**src/dma_consts.svh**
```systemverilog
`ifndef DMA_CONSTS_SVH
`define DMA_CONSTS_SVH

//////////////////////////////
// channel count
//////////////////////////////

`define DMA_NUM_CHAN 4

//////////////////////////////
// field widths
//////////////////////////////

// word address, not byte address
`define DMA_ADDR_W 32
`define DMA_DATA_W 64
`define DMA_PROC_W 7
`define DMA_SLOT_W 7
// packet length and transfer count share this width
`define DMA_PKT_W 13

// request fifo in front of the memory port
`define DMA_FIFO_DEPTH 4

`endif

```
**src/dma_pkg.sv**
```systemverilog
`include "dma_consts.svh"

package dma_pkg;

    //////////////////////////////
    // plain vectors
    //////////////////////////////

    typedef logic [`DMA_ADDR_W-1:0]   addr_t;
    typedef logic [`DMA_DATA_W-1:0]   data_t;
    typedef logic [`DMA_PROC_W-1:0]   proc_id_t;
    typedef logic [`DMA_SLOT_W-1:0]   slot_id_t;
    typedef logic [`DMA_PKT_W-1:0]    pkt_len_t;
    // one bit per channel, one-hot when used as an id
    typedef logic [`DMA_NUM_CHAN-1:0] chan_mask_t;

    //////////////////////////////
    // bundles
    //////////////////////////////

    // read command from the command decoder
    typedef struct packed {
        addr_t    base;
        proc_id_t proc_id;
        slot_id_t slot_id;
        pkt_len_t len;
    } dma_cmd_t;

    // one word read, tagged with the asking channel
    typedef struct packed {
        addr_t      addr;
        chan_mask_t id;
    } mem_req_t;

    // one beat toward the forwarding unit
    typedef struct packed {
        proc_id_t proc_id;
        slot_id_t slot_id;
        addr_t    addr;
        data_t    data;
        pkt_len_t tx_count;
    } fu_beat_t;

    typedef enum logic [1:0] {
        idle,
        request,
        wait_rsp,
        deliver
    } chan_state_e;

endpackage

```
**src/dma_arbiter.sv**
```systemverilog
`timescale 1ns/10ps
`include "dma_consts.svh"

module dma_arbiter (
    input  logic                clk,
    input  logic                rst,
    input  dma_pkg::chan_mask_t req_valid,
    input  dma_pkg::mem_req_t   reqs [`DMA_NUM_CHAN],
    input  logic                full,
    output dma_pkg::chan_mask_t grant,
    output logic                push,
    output dma_pkg::mem_req_t   push_req
);

    // one-hot, marks the channel with top priority
    dma_pkg::chan_mask_t              ptr;
    logic [2*`DMA_NUM_CHAN-1:0] req_dbl;
    logic [2*`DMA_NUM_CHAN-1:0] pick_dbl;
    dma_pkg::chan_mask_t              pick;

    //////////////////////////////
    // round robin pick
    //////////////////////////////

    // doubled request vector so the search wraps past the top channel
    assign req_dbl  = {req_valid, req_valid};
    // borrow from ptr stops at the first request at or above it
    assign pick_dbl = req_dbl & ~(req_dbl - {{`DMA_NUM_CHAN{1'b0}}, ptr});
    // fold both halves, at most one bit set
    assign pick     = pick_dbl[`DMA_NUM_CHAN-1:0]
                    | pick_dbl[2*`DMA_NUM_CHAN-1:`DMA_NUM_CHAN];

    // nothing granted while the fifo is full
    assign grant = full ? '0 : pick;
    assign push  = |grant;

    // request mux toward the fifo
    always_comb begin
        push_req = '0;
        for (int i = 0; i < `DMA_NUM_CHAN; i++) begin
            if (grant[i]) begin
                push_req = reqs[i];
            end
        end
    end

    //////////////////////////////
    // pointer
    //////////////////////////////

    always_ff @(posedge clk) begin
        if (!rst) begin
            ptr <= dma_pkg::chan_mask_t'(1);
        end else if (push) begin
            // channel after the granted one goes first next time
            ptr <= {grant[`DMA_NUM_CHAN-2:0], grant[`DMA_NUM_CHAN-1]};
        end
    end

endmodule

```
**src/dma_channel.sv**
```systemverilog
`timescale 1ns/10ps

module dma_channel #(
    parameter int CHAN_IDX = 0
) (
    input  logic              clk,
    input  logic              rst,
    // command side
    input  dma_pkg::dma_cmd_t cmd,
    input  logic              cmd_valid,
    output logic              cmd_ready,
    // toward the arbiter
    output logic              req_valid,
    output dma_pkg::mem_req_t req,
    input  logic              grant,
    // routed memory response
    input  logic              rsp_valid,
    input  dma_pkg::data_t    rsp_data,
    // forwarding unit side
    output dma_pkg::fu_beat_t fu_beat,
    output logic              fu_valid,
    input  logic              fu_ready
);

    //////////////////////////////
    // state
    //////////////////////////////

    dma_pkg::chan_state_e state;
    // held copy of the accepted command
    dma_pkg::dma_cmd_t    cmd_q;
    // index of the beat being worked on
    dma_pkg::pkt_len_t    beat_idx;
    dma_pkg::pkt_len_t    beat_nxt;
    dma_pkg::addr_t       beat_addr;
    dma_pkg::chan_mask_t  own_id;

    assign beat_nxt  = beat_idx + 1'b1;
    // beat k reads base+k
    assign beat_addr = cmd_q.base + dma_pkg::addr_t'(beat_idx);
    // one-hot tag, used to route the response back here
    assign own_id    = dma_pkg::chan_mask_t'(1) << CHAN_IDX;

    //////////////////////////////
    // handshake outputs
    //////////////////////////////

    // new command only when idle
    assign cmd_ready = (state == dma_pkg::idle);
    // one read at a time, raised only in request
    assign req_valid = (state == dma_pkg::request);
    assign req       = '{addr: beat_addr, id: own_id};
    // beat held stable for the whole deliver state
    assign fu_valid  = (state == dma_pkg::deliver);

    //////////////////////////////
    // fsm
    //////////////////////////////

    always_ff @(posedge clk) begin
        if (!rst) begin
            state    <= dma_pkg::idle;
            beat_idx <= '0;
        end else begin
            case (state)
                dma_pkg::idle: begin
                    if (cmd_valid) begin
                        beat_idx <= '0;
                        // zero length finishes right here
                        if (cmd.len != '0) begin
                            state <= dma_pkg::request;
                        end
                    end
                end
                dma_pkg::request: begin
                    // grant means the fifo took the request
                    if (grant) begin
                        state <= dma_pkg::wait_rsp;
                    end
                end
                dma_pkg::wait_rsp: begin
                    if (rsp_valid) begin
                        state <= dma_pkg::deliver;
                    end
                end
                dma_pkg::deliver: begin
                    if (fu_ready) begin
                        // last beat gone, back to idle
                        if (beat_nxt == cmd_q.len) begin
                            state <= dma_pkg::idle;
                        end else begin
                            beat_idx <= beat_nxt;
                            state    <= dma_pkg::request;
                        end
                    end
                end
                default: begin
                    state <= dma_pkg::idle;
                end
            endcase
        end
    end

    //////////////////////////////
    // payload capture
    //////////////////////////////

    always_ff @(posedge clk) begin
        if (cmd_ready && cmd_valid) begin
            cmd_q <= cmd;
        end
        // response lands in the held beat, ids echoed from the command
        if ((state == dma_pkg::wait_rsp) && rsp_valid) begin
            fu_beat <= '{proc_id:  cmd_q.proc_id,
                         slot_id:  cmd_q.slot_id,
                         addr:     beat_addr,
                         data:     rsp_data,
                         tx_count: beat_idx};
        end
    end

endmodule

```
**src/dma_req_fifo.sv**
```systemverilog
`timescale 1ns/10ps
`include "dma_consts.svh"

module dma_req_fifo (
    input  logic              clk,
    input  logic              rst,
    input  logic              push,
    input  dma_pkg::mem_req_t push_req,
    input  logic              pop,
    output logic              full,
    output dma_pkg::mem_req_t head,
    output logic              not_empty
);

    localparam int PTR_W = $clog2(`DMA_FIFO_DEPTH);

    // storage
    dma_pkg::mem_req_t mem [`DMA_FIFO_DEPTH];
    logic [PTR_W-1:0]  wr_ptr;
    logic [PTR_W-1:0]  rd_ptr;
    // one extra bit to tell full from empty
    logic [PTR_W:0]    count;
    logic              wr_en;
    logic              rd_en;

    assign full      = (count == (PTR_W + 1)'(`DMA_FIFO_DEPTH));
    assign not_empty = (count != '0);
    assign head      = mem[rd_ptr];

    // drop anything that would overflow or underflow
    assign wr_en = push && !full;
    assign rd_en = pop && not_empty;

    //////////////////////////////
    // pointers and count
    //////////////////////////////

    always_ff @(posedge clk) begin
        if (!rst) begin
            wr_ptr <= '0;
            rd_ptr <= '0;
            count  <= '0;
        end else begin
            if (wr_en) begin
                wr_ptr <= (wr_ptr == PTR_W'(`DMA_FIFO_DEPTH - 1)) ? '0 : wr_ptr + 1'b1;
            end
            if (rd_en) begin
                rd_ptr <= (rd_ptr == PTR_W'(`DMA_FIFO_DEPTH - 1)) ? '0 : rd_ptr + 1'b1;
            end
            // push and pop together leave the count alone
            if (wr_en && !rd_en) begin
                count <= count + 1'b1;
            end else if (rd_en && !wr_en) begin
                count <= count - 1'b1;
            end
        end
    end

    always_ff @(posedge clk) begin
        if (wr_en) begin
            mem[wr_ptr] <= push_req;
        end
    end

endmodule

```
**src/dma_top.sv**
```systemverilog
`timescale 1ns/10ps
`include "dma_consts.svh"

module dma_top (
    input  logic                clk,
    input  logic                rst,
    // command ports, one per channel
    input  dma_pkg::dma_cmd_t   cmd [`DMA_NUM_CHAN],
    input  dma_pkg::chan_mask_t cmd_valid,
    output dma_pkg::chan_mask_t cmd_ready,
    // forwarding unit ports
    output dma_pkg::fu_beat_t   fu_beat [`DMA_NUM_CHAN],
    output dma_pkg::chan_mask_t fu_valid,
    input  dma_pkg::chan_mask_t fu_ready,
    // shared memory request port
    output dma_pkg::mem_req_t   mem_req,
    output logic                mem_req_valid,
    input  logic                mem_req_ready,
    // shared memory response port, always accepted
    input  logic                mem_rsp_valid,
    input  dma_pkg::chan_mask_t mem_rsp_id,
    input  dma_pkg::data_t      mem_rsp_data
);

    //////////////////////////////
    // internal wiring
    //////////////////////////////

    dma_pkg::chan_mask_t chan_req_valid;
    dma_pkg::mem_req_t   chan_reqs [`DMA_NUM_CHAN];
    dma_pkg::chan_mask_t grant;
    dma_pkg::chan_mask_t rsp_valid;
    logic                push;
    dma_pkg::mem_req_t   push_req;
    logic                fifo_full;

    // response goes only to the channel named by the id
    assign rsp_valid = {`DMA_NUM_CHAN{mem_rsp_valid}} & mem_rsp_id;

    for (genvar i = 0; i < `DMA_NUM_CHAN; i++) begin : g_chan
        dma_channel #(
            .CHAN_IDX (i)
        ) u_chan (
            .clk       (clk),
            .rst       (rst),
            .cmd       (cmd[i]),
            .cmd_valid (cmd_valid[i]),
            .cmd_ready (cmd_ready[i]),
            .req_valid (chan_req_valid[i]),
            .req       (chan_reqs[i]),
            .grant     (grant[i]),
            .rsp_valid (rsp_valid[i]),
            .rsp_data  (mem_rsp_data),
            .fu_beat   (fu_beat[i]),
            .fu_valid  (fu_valid[i]),
            .fu_ready  (fu_ready[i])
        );
    end

    dma_arbiter u_arb (
        .clk       (clk),
        .rst       (rst),
        .req_valid (chan_req_valid),
        .reqs      (chan_reqs),
        .full      (fifo_full),
        .grant     (grant),
        .push      (push),
        .push_req  (push_req)
    );

    // fifo head drives the memory port directly
    dma_req_fifo u_fifo (
        .clk       (clk),
        .rst       (rst),
        .push      (push),
        .push_req  (push_req),
        .pop       (mem_req_ready),
        .full      (fifo_full),
        .head      (mem_req),
        .not_empty (mem_req_valid)
    );

endmodule

```
**config.mk**
```make
export PLATFORM = sky130hd
export DESIGN_NAME = dma_top
export DESIGN_NICKNAME = d
export VERILOG_FILES = /design/src/dma_pkg.sv /design/src/dma_arbiter.sv /design/src/dma_channel.sv /design/src/dma_req_fifo.sv /design/src/dma_top.sv
export VERILOG_INCLUDE_DIRS = /design/src
export SDC_FILE = /design/constraint.sdc
export NUM_CORES = 1
export LEC_CHECK = 0
export BUFFER_PORTS_ARGS = -buffer_cell sky130_fd_sc_hd__buf_2
export CAP_MARGIN = 15
export CORE_AREA = 2 2 336 338
export CTS_BUF_LIST = sky130_fd_sc_hd__clkbuf_8
export CTS_CLUSTER_DIAMETER = 120
export DETAILED_ROUTE_END_ITERATION = 6
export DIE_AREA = 0 0 338 340
export SKIP_CTS_REPAIR_TIMING = 1
export SYNTH_ARGS = -nofsm -noshare
export SYNTH_HDL_FRONTEND = slang
export SYNTH_HIERARCHICAL = 1
export SYNTH_SLANG_ARGS = --single-unit
```
**constraint.sdc**
```tcl
create_clock -name clk -period 6.8 [get_ports clk]
set_clock_uncertainty 0.05 [all_clocks]
set_input_delay 0.34 -clock clk [delete_from_list [all_inputs] [get_ports clk]]
set_output_delay 0.34 -clock clk [all_outputs]
set_load 0.1 [all_outputs]
```
==> key figures <==
Place
  – Input/output buffers: 852
  – DP Wirelength: 97,200 µm
  – Area post-placement: 0.0450 mm²
  – Routability Congestion: between 0.8 and 0.9
  – Placed insts: about 4,800

Timing
  – Final setup vio count: 0
  – Fin. Hold Viols: 0
  – Setup_tns: 0 ps
  – Tcrit/Tclk final: between 60% and 70%
  – Worst-Margin Slew: ~1200 ps
  – Max-slew headroom: 18.6%
  – Fmax achieved: 228 MHz
  – Final min period: 4390 ps
  – Fin. max-slew vios: 0
  – Hold_ws: 41.0 ps
  – RSZ-0062 raised after global routing: false

CTS
  – Htree depth: 4
  – Root Buffer Master: clkbuf_8
  – Worst skew pair latency: 850 ps
  – CTS buffer count: 166
  – # clock sinks: 945
  – Clock transition at path regs: 60 ps
  – Clock Tree Buf Depth: 3
  – CTS tree: yes

Power and ir drop
  – Sw Pwr: slightly below 0.009 W
  – Lkg Pwr: 19.3 nW
  – Clock share of power: 24.6%
  – Sequential Power Share: 39.3%
  – Tot Pwr: 0.0213 W
  – VDD IR max: 0.376 mV
  – Combinational share of power: 36.1%
  – Internal: roughly 0.012 W
  – Switching Share: 41.5%
  – Cell Pwr Density: 415 mW/mm²

Min path
  – Hold/Removal Path Class: input pin to flip-flop
  – Min-Delay Path Depth: 5

Global routing
  – Total track usage: 22.1%
  – Pin count of the biggest net entering global routing: 124
  – Number of global-route vias before repair: 25,300
  – First-pass GRT wire length: 180,000 µm
  – Initial antenna violation count: 29
  – Total grt overflow: 0

Critical path
  – CP max stage cell: nor2b_1
  – Slowest stage delay, CP: about 440 ps
  – Critical Path End Type: flip-flop
  – Reg2Reg Depth: 16
  – Crit-path cells: inv_1, ha_1, nor2b_2, fa_1, nor2b_1, o31a_1, buf_4, or2_2, nand4_1, nor2b_1, ha_1, inv_1, fa_1, xor2_1, or3_1, a21boi_0
  – Startpoint types: flip-flop
  – Crit-path max FO: 37
  – CP Data Required Time: 7460 ps
  – CP arrival: around 5100 ps
  – Crit Path Class: flip-flop to flip-flop

Layout
  – Final non-filler cell total: 5,384
  – Share of layout cells above drive strength 1: 31.2%
  – Most frequent cells in the layout: 872 x edfxtp_1, 852 x buf_2, 304 x dlygate4sd3_1
  – Fillers: approximately 10,000
  – # nets final: 4,139
  – Commonest non-fill, non-tap cell in the layout: edfxtp_1
  – Area grow syn2layout: 31.0%
  – Final Instance Area: 0.0514 mm²

Route
  – # DRC: 0
  – ANT nets after route: 0
  – Routed WL per cell: 24.8 µm
  – Vias per cell: approximately 5
  – Drt pass-1 iters: 5
  – Vias: 26,900
  – Detailed Route WL: 133,000 µm
  – Initial DRC Count: 1,936

Die
  – Io pins: 853
  – Row cnt: about 120
  – Starting Density: 35.1%
  – Die footprint: about 0.11 mm²
  – Die Ht: 340 µm
  – Die X: between 300 and 400 µm
  – Core box area: 0.112 mm²

Synthesis
  – Synthesized cell area: 0.0392 mm²
  – Cells after synthesis: approximately 2,500
  – Avg Cell Area, Syn: 15.8 µm²
  – Top FF cell, synth: edfxtp_1
  – EDFF count, synth: 872
  – Synth area leaders: edfxtp_1 67%, dfxtp_1 3.7%, ha_1 2.6%, xnor2_1 2.1%, xor2_1 1.8%
  – Distinct cells, synth: 95
  – Synth async-reset ratio: 0%
  – #FFs+latches synth: 945
  – Total number of yosys warnings: 6
  – Area leader, netlist: edfxtp_1
  – Share of the synthesized area in the top cell type: between 60 and 70%
  – Sequential area share after synthesis: 70.5%

Flow run
  – Max-cap viol count: 0

Outcome
  – Status: finished, final reports clean
## worst max-delay path: cells and delay by family, from the launching register on
kind | cells | cell delay [ps]
and+or+nand+nor | 6 | 1540
DFF | 1 | 390
adders and majority gates | 4 | 1220
AOI/OAI and AO/OA | 2 | 470
xor gates and xnor gates | 1 | 180
buffers and inverters | 3 | 410
## synth_stat cells (25+ instances only)
master,instances
nor3b_1,54
nand4_1,29
mux4_2,30
a211oi_1,44
a21boi_0,40
xor2_1,82
nand3_1,48
nor3_1,44
mux2i_1,25
dfxtp_1,73
buf_2,32
nor2b_1,34
ha_1,81
o2bb2ai_1,39
nor2_1,65
edfxtp_1,872
inv_1,63
buf_4,26
a21oi_1,69
nand2_1,105
o21ai_0,35
xnor2_1,95
o31ai_1,25
clkbuf_1,41
o22ai_1,39
and2_1,30
## routing by layer
| layer | share of wire [%] | up-vias | GRT usage [%] |
|---|---|---|---|
| met5 | 0.12 | - | 0 |
| met4 | 3.8 | 24 | 10.4 |
| met3 | 8.4 | 269 | 6.60 |
| met2 | 51 | 1158 | 38.2 |
| met1 | 36 | 13200 | 25.0 |
| li1 | - | 12300 | - |
## final cells by class
type | instances | area [µm²] | area share (%)
diodes | 11 | 27.5 | 0.0536
inverters | 69 | 260 | 0.507
clock buffers | 173 | 2380 | 4.64
clock inverters | 132 | 901 | 1.75
multi-input cells | 1368 | 10700 | 20.8
repair buffers | 1186 | 7560 | 14.7
flip-flops and latches | 945 | 27600 | 53.8
well taps | 1500 | 1880 | 3.65
## kinds of logic (layout without fill, tap and decap cells)
group	count (synthesis)	after routing	share of synthesized area (%)
AOI/OAI and AO/OA	461	461	8.60
xor gates and xnor gates	181	181	4.17
adders and majority gates	87	87	2.89
buffers and inverters	181	1560	2.34
DFF	945	945	70.5
muxes	63	63	2.84
other	8	27	0.0766
and+or+nand+nor	560	560	8.55
## worst paths after layout
check / start / to / slack [ps]
min: cmd_valid[0] / g_chan[0].u_chan/beat_idx[2]$_SDFFE_PN0P_ / 40
min reg2reg: g_chan[2].u_chan/cmd_q[13]$_DFFE_PP_ / g_chan[2].u_chan/fu_beat[109]$_DFFE_PP_ / 360
max reg2reg: g_chan[0].u_chan/state[1]$_SDFFE_PN0P_ / u_fifo/count[2]$_SDFFE_PN0P_ / 2410
max: g_chan[0].u_chan/state[1]$_SDFFE_PN0P_ / u_fifo/count[2]$_SDFFE_PN0P_ / 2410
## power groups by stage
stage                     registers, W  clock network (W)  logic (W)
after global placement         0.00845                  0    0.00751
after CTS                      0.00837            0.00539    0.00759
after global routing           0.00844            0.00563    0.00810
after detailed placement       0.00848                  0    0.00756
final                          0.00836            0.00524    0.00770
after floorplan                0.00956                  0    0.00440
## metrics by stage
step / worst slack (ps) / util, %
after floorplan: 2790 / -
after global placement: 2590 / 40.3
after detailed placement: 2530 / 40.3
after CTS: 2430 / 43.3
after global routing: 2070 / 46.0
final: 2410 / 46.0
## flip-flops by register name, summed over array words and instances, names as in the netlist, named ones only
register / flops
u_fifo/wr_ptr: 2
u_fifo/mem: 144
u_arb/ptr: 4
g_chan.u_chan/cmd_q: 236
g_chan.u_chan/fu_beat: 492
u_fifo/rd_ptr: 2
g_chan.u_chan/state: 8
u_fifo/count: 3
g_chan.u_chan/beat_idx: 52
Note: power is estimated with default switching activity, not from simulation.
